===== src/hdl/dbg_target_pkg.sv =====
package dbg_target_pkg;

    // Word and byte sizes of the debugged core
    localparam int WORD_BITS      = 32;
    localparam int BYTE_BITS      = 8;
    localparam int BYTES_PER_WORD = 4;

    // Memory depths
    localparam int IM_DEPTH = 256; // Program bytes per load
    localparam int RB_DEPTH = 32;  // Registers
    localparam int DM_DEPTH = 32;  // Data words in one dump

    localparam int IM_ADDR_BITS = 8;
    localparam int RB_ADDR_BITS = 5;
    localparam int DM_ADDR_BITS = 5;

    // PC, register and data memory word
    typedef logic [WORD_BITS-1:0] word_t;

    // UART payload
    typedef logic [BYTE_BITS-1:0] byte_t;

endpackage


===== src/hdl/dbg_protocol_pkg.sv =====
package dbg_protocol_pkg;

    // Command bytes from the host
    typedef enum logic [7:0] {
        CMD_WRITE_IM  = 8'd1, // Program bytes follow
        CMD_START     = 8'd2, // Continuous run
        CMD_STEP_MODE = 8'd3,
        CMD_SEND_RB   = 8'd4, // Register bank dump
        CMD_SEND_DM   = 8'd5, // Data memory dump
        CMD_SEND_PC   = 8'd6,
        CMD_STEP      = 8'd7, // One step plus full dump
        CMD_CONTINUE  = 8'd8  // Leave step mode
    } command_t;

    // Sequencer modes
    typedef enum logic [2:0] {
        MODE_IDLE,
        MODE_LOAD,
        MODE_READY, // Program loaded, waiting for run or step
        MODE_RUN,
        MODE_STEP,
        MODE_DUMP
    } mode_t;

    // What a dump streams out
    typedef enum logic [1:0] {
        SRC_PC,
        SRC_DM,
        SRC_RB
    } dump_src_t;

endpackage


===== src/hdl/debug_cmd_if.sv =====
interface debug_cmd_if
    import dbg_protocol_pkg::*;
();

    logic     cmd_valid;   // One-cycle command strobe
    command_t cmd;
    logic     load_done;   // Last program byte written
    logic     load_active; // Received bytes go to instruction memory

    modport frontend (
        output cmd_valid,
        output cmd,
        output load_done,
        input  load_active
    );

    modport sequencer (
        input  cmd_valid,
        input  cmd,
        input  load_done,
        output load_active
    );

endinterface


===== src/hdl/command_frontend.sv =====
module command_frontend
    import dbg_target_pkg::*;
    import dbg_protocol_pkg::*;
(
    input  logic                    i_clock,
    input  logic                    i_reset,
    input  logic                    i_rx_done,
    input  byte_t                   i_rx_data,
    debug_cmd_if.frontend           cmd_port,
    output logic                    o_im_write_enable,
    output logic [IM_ADDR_BITS-1:0] o_im_addr,
    output byte_t                   o_im_data
);

    logic [IM_ADDR_BITS-1:0] write_count; // Next program address
    logic                    load_byte;
    logic                    last_byte;

    assign load_byte = i_rx_done && cmd_port.load_active;
    assign last_byte = (write_count == IM_ADDR_BITS'(IM_DEPTH - 1));

    // Bytes outside a load are commands
    always_ff @(posedge i_clock) begin
        if (i_reset) begin
            cmd_port.cmd_valid <= 1'b0;
        end else begin
            cmd_port.cmd_valid <= i_rx_done && !cmd_port.load_active;
        end
    end

    always_ff @(posedge i_clock) begin
        if (i_rx_done) begin
            cmd_port.cmd <= command_t'(i_rx_data);
        end
    end

    // Program load counter and write strobe
    always_ff @(posedge i_clock) begin
        if (i_reset) begin
            write_count        <= '0;
            o_im_write_enable  <= 1'b0;
            cmd_port.load_done <= 1'b0;
        end else begin
            o_im_write_enable  <= load_byte;
            cmd_port.load_done <= load_byte && last_byte; // Same cycle as last write
            if (!cmd_port.load_active) begin
                write_count <= '0;
            end else if (load_byte) begin
                // Wrap to zero so the next load starts clean
                write_count <= last_byte ? '0 : write_count + 1'b1;
            end
        end
    end

    // Address and data follow the strobe
    always_ff @(posedge i_clock) begin
        if (load_byte) begin
            o_im_addr <= write_count;
            o_im_data <= i_rx_data;
        end
    end

endmodule


===== src/hdl/debug_sequencer.sv =====
module debug_sequencer
    import dbg_protocol_pkg::*;
(
    input  logic           i_clock,
    input  logic           i_reset,
    input  logic           i_halt,
    debug_cmd_if.sequencer cmd_port,
    output logic           o_dump_req,
    output dump_src_t      o_dump_src,
    input  logic           i_dump_done,
    output logic           o_pipeline_enable,
    output logic           o_step,
    output logic           o_step_mode
);

    mode_t mode;
    logic  step_chain; // Dump was started by a step command

    // Map a dump command to its source
    function automatic dump_src_t cmd_source(input command_t cmd);
        case (cmd)
            CMD_SEND_DM: return SRC_DM;
            CMD_SEND_RB: return SRC_RB;
            default:     return SRC_PC;
        endcase
    endfunction

    always_ff @(posedge i_clock) begin
        if (i_reset) begin
            mode       <= MODE_IDLE;
            step_chain <= 1'b0;
            o_step     <= 1'b0;
            o_dump_req <= 1'b0;
            o_dump_src <= SRC_PC;
        end else begin
            o_step     <= 1'b0; // Pulses by default
            o_dump_req <= 1'b0;

            case (mode)
                MODE_IDLE: begin
                    if (cmd_port.cmd_valid) begin
                        case (cmd_port.cmd)
                            CMD_WRITE_IM: mode <= MODE_LOAD;
                            CMD_SEND_PC, CMD_SEND_DM, CMD_SEND_RB: begin
                                mode       <= MODE_DUMP;
                                step_chain <= 1'b0;
                                o_dump_req <= 1'b1;
                                o_dump_src <= cmd_source(cmd_port.cmd);
                            end
                            default: ; // Anything else is ignored here
                        endcase
                    end
                end

                MODE_LOAD: begin
                    if (cmd_port.load_done) begin
                        mode <= MODE_READY;
                    end
                end

                MODE_READY: begin
                    if (cmd_port.cmd_valid) begin
                        if (cmd_port.cmd == CMD_START) begin
                            mode <= MODE_RUN;
                        end else if (cmd_port.cmd == CMD_STEP_MODE) begin
                            mode <= MODE_STEP;
                        end
                    end
                end

                MODE_RUN: begin
                    if (i_halt) begin
                        mode <= MODE_IDLE;
                    end
                end

                MODE_STEP: begin
                    if (i_halt) begin
                        mode <= MODE_IDLE; // Halt wins over a pending command
                    end else if (cmd_port.cmd_valid && cmd_port.cmd == CMD_STEP) begin
                        mode       <= MODE_DUMP;
                        step_chain <= 1'b1;
                        o_step     <= 1'b1;
                        o_dump_req <= 1'b1;
                        o_dump_src <= SRC_PC;
                    end else if (cmd_port.cmd_valid && cmd_port.cmd == CMD_CONTINUE) begin
                        mode <= MODE_RUN;
                    end
                end

                MODE_DUMP: begin
                    if (i_dump_done) begin
                        if (!step_chain) begin
                            mode <= MODE_IDLE;
                        end else if (o_dump_src == SRC_RB) begin
                            // Chain finished
                            mode       <= MODE_STEP;
                            step_chain <= 1'b0;
                        end else begin
                            // PC then DM then RB
                            o_dump_req <= 1'b1;
                            o_dump_src <= (o_dump_src == SRC_PC) ? SRC_DM : SRC_RB;
                        end
                    end
                end

                default: mode <= MODE_IDLE;
            endcase
        end
    end

    assign cmd_port.load_active = (mode == MODE_LOAD);

    // Pipeline frozen while dumping
    assign o_pipeline_enable = (mode == MODE_RUN) || (mode == MODE_STEP);
    assign o_step_mode       = (mode == MODE_STEP) || (mode == MODE_DUMP && step_chain);

endmodule


===== src/hdl/dump_serializer.sv =====
module dump_serializer
    import dbg_target_pkg::*;
    import dbg_protocol_pkg::*;
(
    input  logic                    i_clock,
    input  logic                    i_reset,
    input  logic                    i_dump_req,
    input  dump_src_t               i_dump_src,
    output logic                    o_dump_done,
    input  word_t                   i_pc_value,
    input  word_t                   i_rb_data,
    input  word_t                   i_dm_data,
    output logic [RB_ADDR_BITS-1:0] o_rb_addr,
    output logic                    o_rb_read,
    output logic [DM_ADDR_BITS-1:0] o_dm_addr,
    output logic                    o_dm_read,
    input  logic                    i_tx_done,
    output byte_t                   o_tx_data,
    output logic                    o_tx_start
);

    typedef enum logic [2:0] {
        S_IDLE,
        S_READ,  // Address and read select seen by memory
        S_LATCH, // Read data valid
        S_LOAD,  // Next byte onto tx_data
        S_SEND   // Waiting on the transmitter
    } state_t;

    state_t                              state;
    dump_src_t                           src;
    logic [DM_ADDR_BITS-1:0]             word_idx;
    logic [DM_ADDR_BITS-1:0]             word_last;
    logic [$clog2(BYTES_PER_WORD)-1:0]   byte_idx;
    word_t                               word_q;
    word_t                               read_word;

    always_comb begin
        case (src)
            SRC_DM:  word_last = DM_ADDR_BITS'(DM_DEPTH - 1);
            SRC_RB:  word_last = DM_ADDR_BITS'(RB_DEPTH - 1);
            default: word_last = '0; // PC is a single word
        endcase
    end

    always_comb begin
        case (src)
            SRC_DM:  read_word = i_dm_data;
            SRC_RB:  read_word = i_rb_data;
            default: read_word = i_pc_value;
        endcase
    end

    always_ff @(posedge i_clock) begin
        if (i_reset) begin
            state       <= S_IDLE;
            word_idx    <= '0;
            byte_idx    <= '0;
            o_rb_read   <= 1'b0;
            o_dm_read   <= 1'b0;
            o_tx_start  <= 1'b0;
            o_dump_done <= 1'b0;
        end else begin
            o_dump_done <= 1'b0;

            case (state)
                S_IDLE: begin
                    if (i_dump_req) begin
                        word_idx  <= '0;
                        byte_idx  <= '0;
                        o_rb_read <= (i_dump_src == SRC_RB); // Held for the whole dump
                        o_dm_read <= (i_dump_src == SRC_DM);
                        state     <= S_READ;
                    end
                end

                S_READ:  state <= S_LATCH;
                S_LATCH: state <= S_LOAD;

                S_LOAD: begin
                    o_tx_start <= 1'b1;
                    state      <= S_SEND;
                end

                S_SEND: begin
                    if (i_tx_done) begin
                        o_tx_start <= 1'b0; // Low at least one cycle between bytes
                        if (byte_idx == BYTES_PER_WORD - 1) begin
                            byte_idx <= '0;
                            if (word_idx == word_last) begin
                                o_dump_done <= 1'b1;
                                o_rb_read   <= 1'b0;
                                o_dm_read   <= 1'b0;
                                state       <= S_IDLE;
                            end else begin
                                word_idx <= word_idx + 1'b1;
                                state    <= S_READ;
                            end
                        end else begin
                            byte_idx <= byte_idx + 1'b1;
                            state    <= S_LOAD;
                        end
                    end
                end

                default: state <= S_IDLE;
            endcase
        end
    end

    // Word shifts out MSB first
    always_ff @(posedge i_clock) begin
        if (state == S_IDLE && i_dump_req) begin
            src <= i_dump_src;
        end
        if (state == S_LATCH) begin
            word_q <= read_word;
        end else if (state == S_LOAD) begin
            word_q    <= word_q << BYTE_BITS;
            o_tx_data <= word_q[WORD_BITS-1 -: BYTE_BITS];
        end
    end

    assign o_rb_addr = word_idx[RB_ADDR_BITS-1:0];
    assign o_dm_addr = word_idx;

endmodule


===== src/hdl/debug_unit.sv =====
module debug_unit
    import dbg_target_pkg::*;
(
    input  logic                    i_clock,
    input  logic                    i_reset,
    input  logic                    i_halt,
    input  logic                    i_rx_done,
    input  logic                    i_tx_done,
    input  byte_t                   i_rx_data,
    input  word_t                   i_pc_value,
    input  word_t                   i_rb_data,
    input  word_t                   i_dm_data,
    output logic                    o_im_write_enable,
    output logic [IM_ADDR_BITS-1:0] o_im_addr,
    output byte_t                   o_im_data,
    output logic [RB_ADDR_BITS-1:0] o_rb_addr,
    output logic                    o_rb_read,
    output logic [DM_ADDR_BITS-1:0] o_dm_addr,
    output logic                    o_dm_read,
    output byte_t                   o_tx_data,
    output logic                    o_tx_start,
    output logic                    o_pipeline_enable,
    output logic                    o_step,
    output logic                    o_step_mode
);

    // Sequencer to serializer
    logic                        dump_req;
    dbg_protocol_pkg::dump_src_t dump_src;
    logic                        dump_done;

    debug_cmd_if cmd_bus ();

    command_frontend u_frontend (
        .i_clock           (i_clock),
        .i_reset           (i_reset),
        .i_rx_done         (i_rx_done),
        .i_rx_data         (i_rx_data),
        .cmd_port          (cmd_bus.frontend),
        .o_im_write_enable (o_im_write_enable),
        .o_im_addr         (o_im_addr),
        .o_im_data         (o_im_data)
    );

    debug_sequencer u_sequencer (
        .i_clock           (i_clock),
        .i_reset           (i_reset),
        .i_halt            (i_halt),
        .cmd_port          (cmd_bus.sequencer),
        .o_dump_req        (dump_req),
        .o_dump_src        (dump_src),
        .i_dump_done       (dump_done),
        .o_pipeline_enable (o_pipeline_enable),
        .o_step            (o_step),
        .o_step_mode       (o_step_mode)
    );

    dump_serializer u_serializer (
        .i_clock     (i_clock),
        .i_reset     (i_reset),
        .i_dump_req  (dump_req),
        .i_dump_src  (dump_src),
        .o_dump_done (dump_done),
        .i_pc_value  (i_pc_value),
        .i_rb_data   (i_rb_data),
        .i_dm_data   (i_dm_data),
        .o_rb_addr   (o_rb_addr),
        .o_rb_read   (o_rb_read),
        .o_dm_addr   (o_dm_addr),
        .o_dm_read   (o_dm_read),
        .i_tx_done   (i_tx_done),
        .o_tx_data   (o_tx_data),
        .o_tx_start  (o_tx_start)
    );

endmodule


===== config.mk =====
export PLATFORM = sky130hd
export DESIGN_NAME = debug_unit
export DESIGN_NICKNAME = d
export VERILOG_FILES = /design/src/hdl/dbg_target_pkg.sv /design/src/hdl/dbg_protocol_pkg.sv /design/src/hdl/debug_cmd_if.sv /design/src/hdl/command_frontend.sv /design/src/hdl/debug_sequencer.sv /design/src/hdl/dump_serializer.sv /design/src/hdl/debug_unit.sv
export SDC_FILE = /design/constraint.sdc
export NUM_CORES = 1
export LEC_CHECK = 0
export ABC_AREA = 1
export BUFFER_PORTS_ARGS = -buffer_cell sky130_fd_sc_hd__clkbuf_2
export CAP_MARGIN = 40
export CORE_MARGIN = 4
export CORE_UTILIZATION = 50
export DETAILED_ROUTE_END_ITERATION = 8
export PLACE_DENSITY = 0.85
export SLEW_MARGIN = 10
export SYNTH_ARGS = -nofsm -noshare
export SYNTH_HDL_FRONTEND = slang
export SYNTH_SLANG_ARGS = --single-unit

===== constraint.sdc =====
create_clock -name i_clock -period 3.3 [get_ports i_clock]
set_input_delay 0.99 -clock i_clock [delete_from_list [all_inputs] [get_ports i_clock]]
set_output_delay 0.99 -clock i_clock [all_outputs]
set_load 0.01 [all_outputs]

Word level (Yosys, flattened, before mapping)
Index checks and enable logic that the tools add are counted.
- bits in registers: 99
- input bits: 109
- output and inout port bits: 41
- add/subtract/negate cells: 3
- eq/ne operators: 43
- muxes and demuxes: 67
- bitwise operators: 6
- reductions and logical operators: 31
- operators with widths (operator ; number):
    2-to-1 mux 32 bit ; 2
    case mux 32 bit (2 select lines) ; 1
    2-to-1 mux 3 bit ; 14
    equality test 8 x 3 -> 1 bit, second input constant ; 4
    2-to-1 mux 5 bit ; 5
    2-to-1 mux 2 bit ; 12
    2-to-1 mux 1 bit ; 20
    != test 2 bit, second input constant ; 9
    case mux 3 bit (6 select lines) ; 1
    equality test 8 x 2 -> 1 bit, second input constant ; 2
    case mux 3 bit (5 select lines) ; 1
    equality test 3 x 2 -> 1 bit, second input constant ; 4
    != test 2 x 1 -> 1 bit, second input constant ; 6
    case mux 5 bit (2 select lines) ; 1
    AND reduction 5 bit ; 2
    equality test 3 bit, second input constant ; 3
    AND reduction 9 bit ; 1
    adder 8 x 1 -> 8 bit, second input constant ; 1
    equality test 8 x 1 -> 1 bit, second input constant ; 1
    equality test 8 x 4 -> 1 bit, second input constant ; 1
    equality test 8 bit, second input constant ; 1
    2-to-1 mux 8 bit ; 1
    case mux 2 bit (2 select lines) ; 2
    AND reduction 8 bit ; 1
    other kinds (27) ; 54

Longest topological paths before layout
Gate-level depths: netlist of run 1.
- word-level depth: 8
- depth in mapped cells: 12
- gate-level depth less buffers: 11

Cells and area by module
Synthesis of run 1 repeated with hierarchy kept, for this count alone.
- cells, all modules: 594
- area, all modules: 5041.1 um^2
- modules (own cells, without submodules) (module ; times used ; cells an instance ; area an instance (um^2)):
    dump_serializer ; 1 ; 367 ; 3017.9
    command_frontend ; 1 ; 93 ; 1236.2
    debug_sequencer ; 1 ; 134 ; 787.0

Worst setup path before layout of run 1
Ideal clock, no wire load.
- path type: reg2reg
- from: reg u_serializer.state[1]
- to: reg u_serializer.word_q[0], enable pin
- data arrival time: 1.761 ns
- data required time: 2.879 ns
- slack: 1.117 ns
- cell stages (with the launch flop): 3
- path buffers: 0
- cell sequence: dfxtp_1 > inv_1 > nor2_1
- cells in the longest elaborated chain, start to end: 2
- elaborated cells between the ends (all ways): 3
- classes of those cells: eq/ne (2); reduce/logical (1)
- RTL lines (what ; RTL line ; source):
    from (decl) ; dump_serializer.sv:30 ; state_t state;
    from (signal assigned) ; dump_serializer.sv:56 ; state <= S_IDLE;
    from (signal assigned) ; dump_serializer.sv:73 ; state <= S_READ;
    from (signal assigned) ; dump_serializer.sv:77 ; S_READ: state <= S_LATCH;
    equality test 3 x 2 -> 1 bit, on equally long branches ; dump_serializer.sv:118, dump_serializer.sv:116 ;
    nonzero test 2 bit (no source line) (*) ; n/a ;
    to (signal assigned) ; dump_serializer.sv:117 ; word_q <= read_word;
    to (signal assigned) ; dump_serializer.sv:119 ; word_q <= word_q << BYTE_BITS;
    to (decl) ; dump_serializer.sv:35 ; word_t word_q;
Mark *: on every way between the ends. The rest lies on a longest branch, timed or not.
A chain may end at the register's enable or synchronous reset.

Final worst setup path of run 1
- from: reg u_sequencer.mode[0]
- to: out o_pipeline_enable
- cells in the longest elaborated chain, start to end: 2
- elaborated cells between the ends (all ways): 3
- classes of those cells: eq/ne (2); reduce/logical (1)
- RTL lines (what ; RTL line ; source):
    from (decl) ; debug_sequencer.sv:16 ; mode_t mode;
    from (signal assigned) ; debug_sequencer.sv:30 ; mode <= MODE_IDLE;
    from (signal assigned) ; debug_sequencer.sv:43 ; CMD_WRITE_IM: mode <= MODE_LOAD;
    from (signal assigned) ; debug_sequencer.sv:45 ; mode <= MODE_DUMP;
    equality test 3 x 2 -> 1 bit or equality test 3 bit (tied branches) ; debug_sequencer.sv:115 ; assign o_pipeline_enable = (mode == MODE_RUN) || (mode == MODE_STEP);
    logical OR 1 bit (*) ; debug_sequencer.sv:115 ;
    to (decl) ; debug_unit.sv:22 ; output logic o_pipeline_enable,
Marks and branches as above.

==> results of run 1 <==
==> critical path, delay by kind of cell, from the launching register on <==
kind / cells / cell delay (ps)
flip-flops: 1 / 490
AND/OR/NAND/NOR: 2 / 280
AO/OA/AOI/OAI: 1 / 160
buffers and inverters: 1 / 160
==> sequential cells by signal, indices dropped and copies added, names as in the netlist, 3 cells and up <==
name,flops
u_serializer.word_q,32
u_frontend.cmd_port.cmd,8
u_frontend.o_im_addr,8
u_frontend.o_im_data,8
u_frontend.write_count,8
u_serializer.o_tx_data,8
u_serializer.o_dm_addr,5
u_sequencer.mode,3
u_serializer.state,3
==> stage by stage <==
stage | cells | hold WS, ps | setup WS, ps | util, % | cell area [um2]
2_1_floorplan | 511 | 400 | 1120 | - | 4770
3_3_place_gp | 766 | 403 | 1080 | 60.1 | 5580
3_5_place_dp | 768 | 407 | 976 | 60.4 | 5610
4_1_cts | 784 | 424 | 876 | 62.3 | 5790
5_1_grt | 784 | 435 | 772 | 62.3 | 5790
6_report | 784 | 423 | 873 | 62.3 | 5790
==> cells by family (layout without fill, tap and decap cells) <==
| kind of cell | Yosys count | after routing | share of synthesized area, % |
|---|---|---|---|
| adders and majority gates | 5 | 5 | 1.31 |
| DFF | 99 | 99 | 55.4 |
| and+or+nand+nor | 181 | 181 | 17.6 |
| AOI/OAI and AO/OA | 128 | 128 | 17.0 |
| xor gates and xnor gates | 3 | 3 | 0.551 |
| buffers and inverters | 95 | 239 | 8.18 |
==> placed cells by master (no fill, tap or decap), types with 4 or more instances in the layout <==
master,instances
o211ai_1,9
o21ai_0,42
a21oi_1,28
nor2_2,9
nand3_1,18
nand2_2,5
edfxtp_1,66
clkbuf_2,149
dfxtp_1,33
clkbuf_8,9
o22ai_1,15
nor2_4,4
inv_1,66
nand2_1,70
ha_1,5
nor3_1,7
nor2_1,52
nand4_1,6
a221oi_1,15
a221o_1,9
==> report_power, final <==
group,internal [mW],switching [mW]
Clock,0.287,0.442
Combinational,0.141,0.222
Sequential,1.36,0.0341
Total,1.79,0.698
==> worst paths after layout <==
check / startpoint / end / slack, ps / cells past startpoint
worst max-delay path: u_sequencer.mode[0] / o_pipeline_enable / 870 / 4
worst min-delay path: u_serializer.word_q[24] / u_serializer.o_tx_data[0] / 420 / 0
worst max register to register: u_serializer.src[1] / u_serializer.word_q[31] / 1130 / 5
worst min register to register: u_serializer.word_q[24] / u_serializer.o_tx_data[0] / 420 / 0
==> metal layers <==
metal / share of wire (%) / GRT usage [%] / vias to the layer above
met3: 6.2 / 3.92 / 22
met2: 51 / 35.6 / 151
met4: 2.0 / 6.94 / 0
met1: 40 / 23.5 / 1905
li1: - / - / 2059
met5: 0 / 0 / -
==> cell type report <==
type | count | area [um2] | area share (%)
multi-input combinational | 317 | 1750 | 30.2
clock inverter | 7 | 57.6 | 0.994
timing repair buffer | 154 | 798 | 13.8
sequential | 99 | 2640 | 45.7
tap | 129 | 161 | 2.79
clock buffer | 9 | 124 | 2.14
inverter | 69 | 259 | 4.47
==> results.rst, run 1 <==
.. list-table::
   :header-rows: 1

   * - Metric
     - Value
   * - Run status
     - complete, no violations
   * - Core area
     - 9280 um2
   * - Fraction of final layout cells with drive strength greater than 1
     - 30.1%
   * - Synth top cells by count
     - nand2_1 (70), edfxtp_1 (66), inv_1 (66)
   * - Final GP Congestion
     - 0.902
   * - Largest stage delay, worst path
     - 490 ps
   * - Cell variety after synth
     - 36
   * - Share of the clock period used by the worst path
     - 73.5%
   * - Input/output buffers
     - 149
   * - Final Net Count
     - 764
   * - Filler Cells Inserted
     - 796
   * - Post-Syn Area per Cell
     - 9.34 um2
   * - Number of hold-repair buffers added at the cts stage
     - 0
   * - Std cell rows
     - 35
   * - Relative max-transition margin
     - 43.6%
   * - EDFF count, synth
     - 66
   * - Post-layout minimum cycle time
     - 2430 ps
   * - Worst Setup Start Kind
     - flop
   * - Transition at the pin with the smallest max-transition slack
     - 845 ps
   * - Total die area
     - 11200 um2
   * - Worst hold path type
     - reg -> reg
   * - Max Cap Viol
     - 0
   * - Grt total ovfl
     - 0
   * - Global-route total usage across every layer
     - 19.8%
   * - CP max-delay cell
     - dfxtp_1
   * - Layout Skew
     - 22.7 ps
   * - Die span in x
     - 106 um
   * - Leak
     - 2.51 nW
   * - Clock tree from TritonCTS
     - done
   * - Average via count per standard cell
     - 5.28
   * - Net count of the mapped netlist
     - 625
   * - Number of buffers created by CTS
     - 9
   * - Die height
     - 106 um
   * - Vias in the first global route
     - 4105
   * - Clock transition at the registers of the reported paths
     - 100 ps
   * - Post-CTS Setup Inserts
     - 0
   * - YS warnings
     - 0
   * - Number of H-tree levels
     - 3
   * - Setup repair after global routing missed its margin
     - false
   * - Critical path cell sequence
     - nor2_1 -> nand2_1 -> o21ai_0 -> clkbuf_2
   * - Average detailed-routed wire length per instance
     - 14.3 um
   * - Detailed-route via count
     - 4137
   * - Post-Route WL
     - 11.2 mm
   * - Clock sink total
     - 99
   * - Worst setup path category
     - reg -> out
   * - Antenna violations before repair
     - 0
   * - Clock tree root driver cell
     - clkbuf_8
   * - Total negative slack for setup checks
     - 0 ps
   * - Initial Util
     - 51.4%
   * - Combined area of all synthesized cells
     - 4770 um2
   * - DP HPWL
     - 8.66 mm
   * - Maximum achievable frequency
     - 412 MHz
   * - Mapped Cells
     - 511
   * - Fraction of synthesized cell area taken by the top area cell type
     - 41.5%
   * - Sequential fraction of the synthesis area
     - 55.4%
   * - Number of antenna cells inserted
     - 0
   * - Hold violation total from the final report
     - 0
   * - Worst endpoint data arrival time
     - 1440 ps
   * - Final antenna-violating net count
     - 0
   * - Crit path capture type
     - primary output
   * - Highest fanout seen on the critical path
     - 7
   * - Clk buf depth
     - 2
   * - 1st-pass router iterations
     - 5
   * - Starting DRT DRC Count
     - 199
   * - Cell Pwr Density
     - 429 nW/um2
   * - Final setup fails
     - 0
   * - Synth async-reset ratio
     - 0%
   * - Cell types occupying the most area after synthesis
     - edfxtp_1 (42%), dfxtp_1 (14%), nand2_1 (5.5%), inv_1 (5.2%), o21ai_0 (4.4%)
   * - Post-synthesis register bit count
     - 99
   * - Top Ports
     - 150
   * - Maximum number of pins on one net before global-route repair
     - 57
   * - Slew Viols, Final
     - 0
   * - Insertion delay of the later-clocked pin in the worst-skew pair
     - 360 ps
   * - Yosys top cell by area
     - edfxtp_1
   * - Post-CTS resize count
     - 0
   * - Wire length of the first global-routing pass
     - 18.2 mm
   * - Cell with the most instances after synthesis
     - nand2_1
   * - Total Power
     - 2.48 mW
   * - Synth-to-layout area growth
     - 21.3%
   * - Worst ir drop on vdd
     - 0.278 mV
   * - Dominant register cell in the synthesized netlist
     - edfxtp_1
   * - DRC violations left
     - 0
   * - Critical path required time
     - 2310 ps
(Power assumes the default switching activity.)
==> inputs of run 2 (changes only) <==
--- a/config.mk
+++ b/config.mk
@@ -9,9 +9,9 @@
 export BUFFER_PORTS_ARGS = -buffer_cell sky130_fd_sc_hd__clkbuf_2
 export CAP_MARGIN = 40
 export CORE_MARGIN = 4
-export CORE_UTILIZATION = 50
+export CORE_UTILIZATION = 46
 export DETAILED_ROUTE_END_ITERATION = 8
-export PLACE_DENSITY = 0.85
+export PLACE_DENSITY = 0.83
 export SLEW_MARGIN = 10
 export SYNTH_ARGS = -nofsm -noshare
 export SYNTH_HDL_FRONTEND = slang
==> constraint.sdc (replaced) <==
create_clock -name i_clock -period 2.15 [get_ports i_clock]
set_input_delay 0.645 -clock i_clock [delete_from_list [all_inputs] [get_ports i_clock]]
set_output_delay 0.645 -clock i_clock [all_outputs]
set_load 0.01 [all_outputs]
==> results.rst, run 2 (synthesis results as in run 1) <==
.. list-table::
   :header-rows: 1

   * - Metric
     - Value
   * - Clk buf depth
     - 2 (unchanged)
   * - Detail Route met3 WL
     - 808 um (+16%)
   * - Most frequent cells in the layout
     - clkbuf_2 (149), nand2_1 (70), inv_1 (66), edfxtp_1 (66), nor2_1 (51)
   * - Std cell rows
     - 36 (+2.9%)
   * - Part of the power in registers
     - 54.0% (-2.0 points)
   * - Final GP Congestion
     - 0.908 (+0.68%)
   * - Filler Cells Inserted
     - 846 (+6.3%)
   * - Min Hold Slack
     - 430 ps (+7.08 ps)
   * - Wire length of the first global-routing pass
     - 18.3 mm (about the same)
   * - Crit path top cell by count
     - nand2_1
   * - CP max-delay cell
     - dfxtp_1
   * - Flip-flop count of the largest register, all copies and words added
     - 32 (unchanged)
   * - Area occupied by multi-input gates
     - 1750 um2 (+0.14%)
   * - Average detailed-routed wire length per instance
     - 14.4 um (+0.73%)
   * - Switching power
     - 1.09 mW (+56%)
   * - Global-route total usage across every layer
     - 19.2% (-0.61 points)
   * - Fraction of power spent switching nets
     - 27.4% (-0.66 points)
   * - Layout Skew
     - 14.7 ps (-7.96 ps)
   * - Internal power summed over all cells
     - 2.88 mW (+61%)
   * - Clock transition at the registers of the reported paths
     - 100 ps (about the same)
   * - Share of the clock period used by the worst path
     - 96.4%
   * - Initial Util
     - 47.9% (-3.5 points)
   * - Number of H-tree levels
     - 3 (unchanged)
   * - Most common cell after layout, fill and taps aside
     - clkbuf_2
   * - Critical path required time
     - 1500 ps (-810 ps)
   * - Worst hold path type
     - reg -> reg
   * - Worst endpoint data arrival time
     - 1430 ps (about the same)
   * - Critical path cell sequence
     - nand3_2 -> inv_1 -> nand2_1 -> nand2_1 -> clkbuf_2
   * - Source of the worst hold timing path
     - u_serializer.word_q[26]
   * - DP HPWL
     - 8.60 mm (-0.63%)
   * - Final antenna-violating net count
     - 0 (unchanged)
   * - Clock tree from TritonCTS
     - done
   * - Met2 wire length
     - 5.86 mm (+1.7%)
   * - Average via count per standard cell
     - 5.30 (+0.43%)
   * - Slew Viols, Final
     - 0 (unchanged)
   * - Post-CTS Setup Inserts
     - 0 (unchanged)
   * - Maximum number of pins on one net before global-route repair
     - 57 (unchanged)
   * - Setup repair after global routing missed its margin
     - false
   * - Input/output buffers
     - 149 (unchanged)
   * - Total die area
     - 12100 um2 (+8.0%)
   * - Leak
     - 2.54 nW (+1.4%)
   * - Highest metal used
     - met4
   * - Cell type group with the largest total delay on the critical path
     - flip-flops
   * - Max Cap Viol
     - 0 (unchanged)
   * - Combinational power share
     - 14.4% (-0.2 points)
   * - Post-Route WL
     - 11.4 mm (+1.8%)
   * - 1st-pass router iterations
     - 5 (unchanged)
   * - Clock sink total
     - 99 (unchanged)
   * - Die span in x
     - 110 um (+3.9%)
   * - Insertion delay of the later-clocked pin in the worst-skew pair
     - 370 ps (about the same)
   * - Worst Setup Start Kind
     - flop
   * - Synth-to-layout area growth
     - 22.8%
   * - Reg2Reg Setup Slack
     - 210 ps (-920 ps)
   * - Final setup fails
     - 0 (unchanged)
   * - Least setup slack across all paths after layout
     - 78.1 ps (-795 ps)
   * - Post-layout minimum cycle time
     - 2070 ps
   * - Transition at the pin with the smallest max-transition slack
     - 391 ps (-454 ps)
   * - Number of buffers created by CTS
     - 9 (unchanged)
   * - Worst path bufs/invs
     - 2 (+1)
   * - Capturing point of the worst reg2reg path
     - u_serializer.o_dm_addr[3]
   * - Crit path capture type
     - primary output
   * - Highest fanout seen on the critical path
     - 7 (unchanged)
   * - Antenna violations before repair
     - 0 (unchanged)
   * - # placed instances
     - 776 (+1.0%)
   * - Length of routed wiring on met1
     - 4.50 mm (-0.97%)
   * - Core area
     - 9950 um2 (+7.2%)
   * - Worst ir drop on vdd
     - 0.580 mV (+110%)
   * - Cell count of the worst hold path
     - 0 (unchanged)
   * - Count of placed standard cells in the final layout, fillers left out
     - 792 (+1.0%)
   * - Source of the worst register-to-register timing path
     - u_serializer.src[1]
   * - Top Ports
     - 150 (unchanged)
   * - Top reg by flops
     - u_serializer.word_q
   * - Clock tree root driver cell
     - clkbuf_8
   * - Final Net Count
     - 768 (+0.52%)
   * - Maximum achievable frequency
     - 483 MHz
   * - Cell Pwr Density
     - 676 nW/um2 (+58%)
   * - Die height
     - 110 um (+3.9%)
   * - DRC violations left
     - 0 (unchanged)
   * - Number of antenna cells inserted
     - 0 (unchanged)
   * - Worst setup path category
     - reg -> out
   * - End point of the worst hold path
     - u_serializer.o_tx_data[2]
   * - Vias in the first global route
     - 4076 (-0.71%)
   * - Depth of the most critical reg-to-reg path
     - 11 (+6)
   * - Grt total ovfl
     - 0 (unchanged)
   * - Starting DRT DRC Count
     - 267 (+34%)
   * - Relative max-transition margin
     - 73.7% (+30 points)
   * - Detailed-route via count
     - 4197 (+1.5%)
   * - Total negative slack for setup checks
     - 0 ps (unchanged)
   * - Fraction of final layout cells with drive strength greater than 1
     - 30.8% (+0.73 points)
   * - Clock power frac
     - 31.7% (+2.4 points)
   * - Post-Place Worst Slack
     - 225 ps (-751 ps)
   * - Run status
     - complete, no violations
   * - Largest stage delay, worst path
     - 490 ps (about the same)
   * - Area used by sequential logic in the layout
     - 2640 um2 (unchanged)
   * - Hold violation total from the final report
     - 0 (unchanged)
[run 2: stage by stage]
step / utilization (%) / instance area [um2] / total power, mW
6_report: 58.9 / 5860 / 3.96
5_1_grt: 58.9 / 5860 / 4.16
4_1_cts: 58.8 / 5860 / 3.99
3_5_place_dp: 56.6 / 5640 / 2.74
3_3_place_gp: 56.6 / 5640 / 2.72
2_1_floorplan: - / 4770 / 2.51
[run 2: power by group through the flow]
stage	Combinational, mW	Clock [mW]	Sequential [mW]
CTS	0.561	1.29	2.14
floorplan	0.327	0	2.18
global route	0.640	1.37	2.15
finish	0.570	1.25	2.14
detailed placement	0.558	0	2.18
global placement	0.542	0	2.17
[run 2: worst max path at each step]
stage,cells past startpoint,from,endpoint,slack (ps)
2_1_floorplan,7,u_serializer.src[0],u_serializer.word_q[12],500
3_3_place_gp,11,u_serializer.src[1],u_serializer.o_dm_addr[4],340
6_report,5,u_sequencer.mode[0],o_step_mode,80
5_1_grt,5,u_sequencer.mode[0],o_step_mode,10
4_1_cts,4,u_sequencer.mode[0],o_pipeline_enable,90
3_5_place_dp,11,u_serializer.src[1],u_serializer.o_dm_addr[3],220
[run 2: per-layer routing]
metal	track usage [%]	vias to the layer above
li1	-	2059
met1	22.5	1949
met3	4.58	25
met4	7.75	0
met2	33.5	164
met5	0	-
[run 2: cell type report]
| cell class | count | area share, % |
|---|---|---|
| multi-input cells | 317 | 29.8 |
| flip-flops and latches | 99 | 45.1 |
| clock buffers | 9 | 2.11 |
| well taps | 133 | 2.84 |
| repair buffers | 158 | 14.1 |
| clock inverters | 7 | 1.60 |
| inverters | 69 | 4.42 |
[run 2: what timing repair did]
item / in CTS / in global routing
resized for setup: 0 / 1
hold buffers: 0 / 0
setup endpoints to repair: 0 / 1
hold endpoints to repair: 0 / 0
[run 2: worst reg2reg max path: stages (launching register included)]
cell      delay, ps
edfxtp_1        400
ha_1            300
buf_4           320
nor2_1           90
nand4_1          80
nand2_1          90
nand2_1         150
nand2_2         120
nor2_1          110
nand2_1          50
nand2_1          60
nor2_1           30
==> inputs of run 3 (changes only) <==
--- a/config.mk
+++ b/config.mk
@@ -8,7 +8,7 @@
 export ABC_AREA = 1
 export BUFFER_PORTS_ARGS = -buffer_cell sky130_fd_sc_hd__clkbuf_2
 export CAP_MARGIN = 40
-export CORE_MARGIN = 4
+export CORE_MARGIN = 2
 export CORE_UTILIZATION = 46
 export DETAILED_ROUTE_END_ITERATION = 8
 export PLACE_DENSITY = 0.83
==> results.rst, run 3 (synthesis results as in run 1) <==
.. list-table::
   :header-rows: 1

   * - Metric
     - Value
   * - Run status
     - complete, no violations
   * - Global-route total usage across every layer
     - 19.8% (+0.61 points)
   * - DP HPWL
     - 8.29 mm (-3.6%)
   * - Clock sink total
     - 99 (unchanged)
   * - Fraction of final layout cells with drive strength greater than 1
     - 31.1% (+0.31 points)
   * - Worst setup path category
     - reg -> out
   * - Core area
     - 10200 um2 (+2.3%)
   * - Vias in the first global route
     - 4019 (-1.4%)
   * - Die span in x
     - 106 um (-3.6%)
   * - Setup repair after global routing missed its margin
     - false
   * - Final antenna-violating net count
     - 0 (unchanged)
   * - Post-layout minimum cycle time
     - 2030 ps (-37.8 ps)
   * - Critical path launch point
     - u_sequencer.mode[2]
   * - Critical path cell sequence
     - nand3_2 -> inv_1 -> nand2_1 -> nand2_1 -> clkbuf_2
   * - Source of the worst hold timing path
     - u_serializer.word_q[28]
   * - Hold violation total from the final report
     - 0 (unchanged)
   * - Post-route core utilization
     - 57.4% (-1.5 points)
   * - Worst path bufs/invs
     - 2 (unchanged)
   * - Clock tree from TritonCTS
     - done
   * - Synth-to-layout area growth
     - 22.6%
   * - Number of H-tree levels
     - 3 (unchanged)
   * - # placed instances
     - 782 (+0.77%)
   * - Worst endpoint data arrival time
     - 1390 ps (-40 ps)
   * - Clock transition at the registers of the reported paths
     - 100 ps (about the same)
   * - Grt total ovfl
     - 0 (unchanged)
   * - Maximum achievable frequency
     - 492 MHz (+1.9%)
   * - Depth of the most critical reg-to-reg path
     - 11 (unchanged)
   * - Post-Place Worst Slack
     - 339 ps (+114 ps)
   * - Number of antenna cells inserted
     - 0 (unchanged)
   * - Highest fanout seen on the critical path
     - 6 (-1)
   * - Final Net Count
     - 771 (+0.39%)
   * - Crit path top cell by count
     - nand2_1
   * - Highest metal used
     - met4
   * - Source of the worst register-to-register timing path
     - u_serializer.src[1]
   * - Average detailed-routed wire length per instance
     - 13.7 um (-5.1%)
   * - Largest stage delay, worst path
     - 490 ps (about the same)
   * - Slew Viols, Final
     - 0 (unchanged)
   * - Detailed-route via count
     - 4159 (-0.91%)
   * - Worst ir drop on vdd
     - 0.504 mV (-13%)
   * - Met2 wire length
     - 5.39 mm (-8.0%)
   * - Starting DRT DRC Count
     - 302 (+13%)
   * - Initial Util
     - 46.8% (-1.1 points)
   * - Least setup slack across all paths after layout
     - 116 ps (+37.8 ps)
   * - Cell count of the worst hold path
     - 0 (unchanged)
   * - Total die area
     - 11200 um2 (-7.2%)
   * - Input/output buffers
     - 149 (unchanged)
   * - Antenna violations before repair
     - 0 (unchanged)
   * - Crit path capture type
     - primary output
   * - Final setup fails
     - 0 (unchanged)
   * - Clock tree root driver cell
     - clkbuf_8
   * - Total Power
     - 3.81 mW (-4.0%)
   * - Leak
     - 2.55 nW (+0.16%)
   * - 1st-pass router iterations
     - 5 (unchanged)
   * - Total negative slack for setup checks
     - 0 ps (unchanged)
   * - Transition at the pin with the smallest max-transition slack
     - 428 ps (+36.7 ps)
   * - Post-Route WL
     - 10.9 mm (-4.4%)
   * - Share of the clock period used by the worst path
     - 94.6% (-1.8 points)
   * - Post-CTS Setup Inserts
     - 0 (unchanged)
   * - Wire length of the first global-routing pass
     - 17.8 mm (-2.3%)
   * - Count of placed standard cells in the final layout, fillers left out
     - 798 (+0.76%)
   * - Relative max-transition margin
     - 71.2% (-2.5 points)
   * - Number of hold-repair buffers added at the cts stage
     - 0 (unchanged)
   * - Max Cap Viol
     - 0 (unchanged)
   * - CP max-delay cell
     - dfxtp_1
   * - Average via count per standard cell
     - 5.21 (-1.7%)
   * - Clk buf depth
     - 2 (unchanged)
   * - Die height
     - 106 um (-3.6%)
   * - End point of the worst hold path
     - u_serializer.o_tx_data[4]
   * - Detail Route met3 WL
     - 736 um (-8.9%)
   * - Most frequent cells in the layout
     - clkbuf_2 (149), nand2_1 (70), inv_1 (66), edfxtp_1 (66), nor2_1 (52)
   * - Maximum number of pins on one net before global-route repair
     - 57 (unchanged)
   * - Length of routed wiring on met1
     - 4.55 mm (+1.1%)
   * - Top reg by flops
     - u_serializer.word_q
   * - Worst Setup Start Kind
     - flop
   * - Most common cell after layout, fill and taps aside
     - clkbuf_2
   * - Cell type group with the largest total delay on the critical path
     - flip-flops
   * - Number of buffers created by CTS
     - 9 (unchanged)
   * - Final GP Congestion
     - 0.864 (-4.8%)
   * - Cell Pwr Density
     - 651 nW/um2 (-3.8%)
   * - Reg2Reg Setup Slack
     - 330 ps (+120 ps)
   * - Post-CTS resize count
     - 0 (unchanged)
   * - Layout Skew
     - 11.2 ps (-3.49 ps)
   * - Top Ports
     - 150 (unchanged)
   * - Critical path required time
     - 1500 ps (about the same)
   * - Worst hold path type
     - reg -> reg
   * - Std cell rows
     - 37 (+2.8%)
   * - DRC violations left
     - 0 (unchanged)
   * - Capturing point of the worst reg2reg path
     - u_serializer.o_dm_addr[4]
   * - Flip-flop count of the largest register, all copies and words added
     - 32 (unchanged)
   * - Insertion delay of the later-clocked pin in the worst-skew pair
     - 370 ps (about the same)
[run 3: layout make-up]
class,instances,area (um2)
fillers,879,4340
flip-flops and latches,99,2640
multi-input cells,317,1750
repair buffers,161,848
inverters,69,259
well taps,136,170
clock buffers,9,124
clock inverters,7,56.3
[run 3: layer usage]
layer | vias to the layer above | track usage, %
met5 | - | 0
met4 | 0 | 7.99
met3 | 27 | 4.45
met2 | 169 | 34.3
met1 | 1893 | 23.8
li1 | 2070 | -
[run 3: worst max path at each step]
| stage | endpoint | slack (ps) | cells after the start |
|---|---|---|---|
| CTS | o_pipeline_enable | 90 | 4 |
| global placement | u_serializer.o_dm_addr[3] | 440 | 11 |
| finish | o_step_mode | 120 | 5 |
| global route | o_step_mode | 0.3 | 6 |
| floorplan | u_serializer.word_q[12] | 500 | 7 |
| detailed placement | u_serializer.o_dm_addr[4] | 340 | 11 |
[run 3: where the power goes]
group          switching [mW]  internal (mW)
clock network           0.668          0.439
registers              0.0521           2.09
logic                   0.341          0.221
[run 3: stage by stage]
step / instance area (um2) / hold WS [ps]
after floorplan: 4770 / 400
after global placement: 5670 / 402
after detailed placement: 5670 / 406
after CTS: 5850 / 431
after global routing: 5850 / 440
final: 5850 / 432
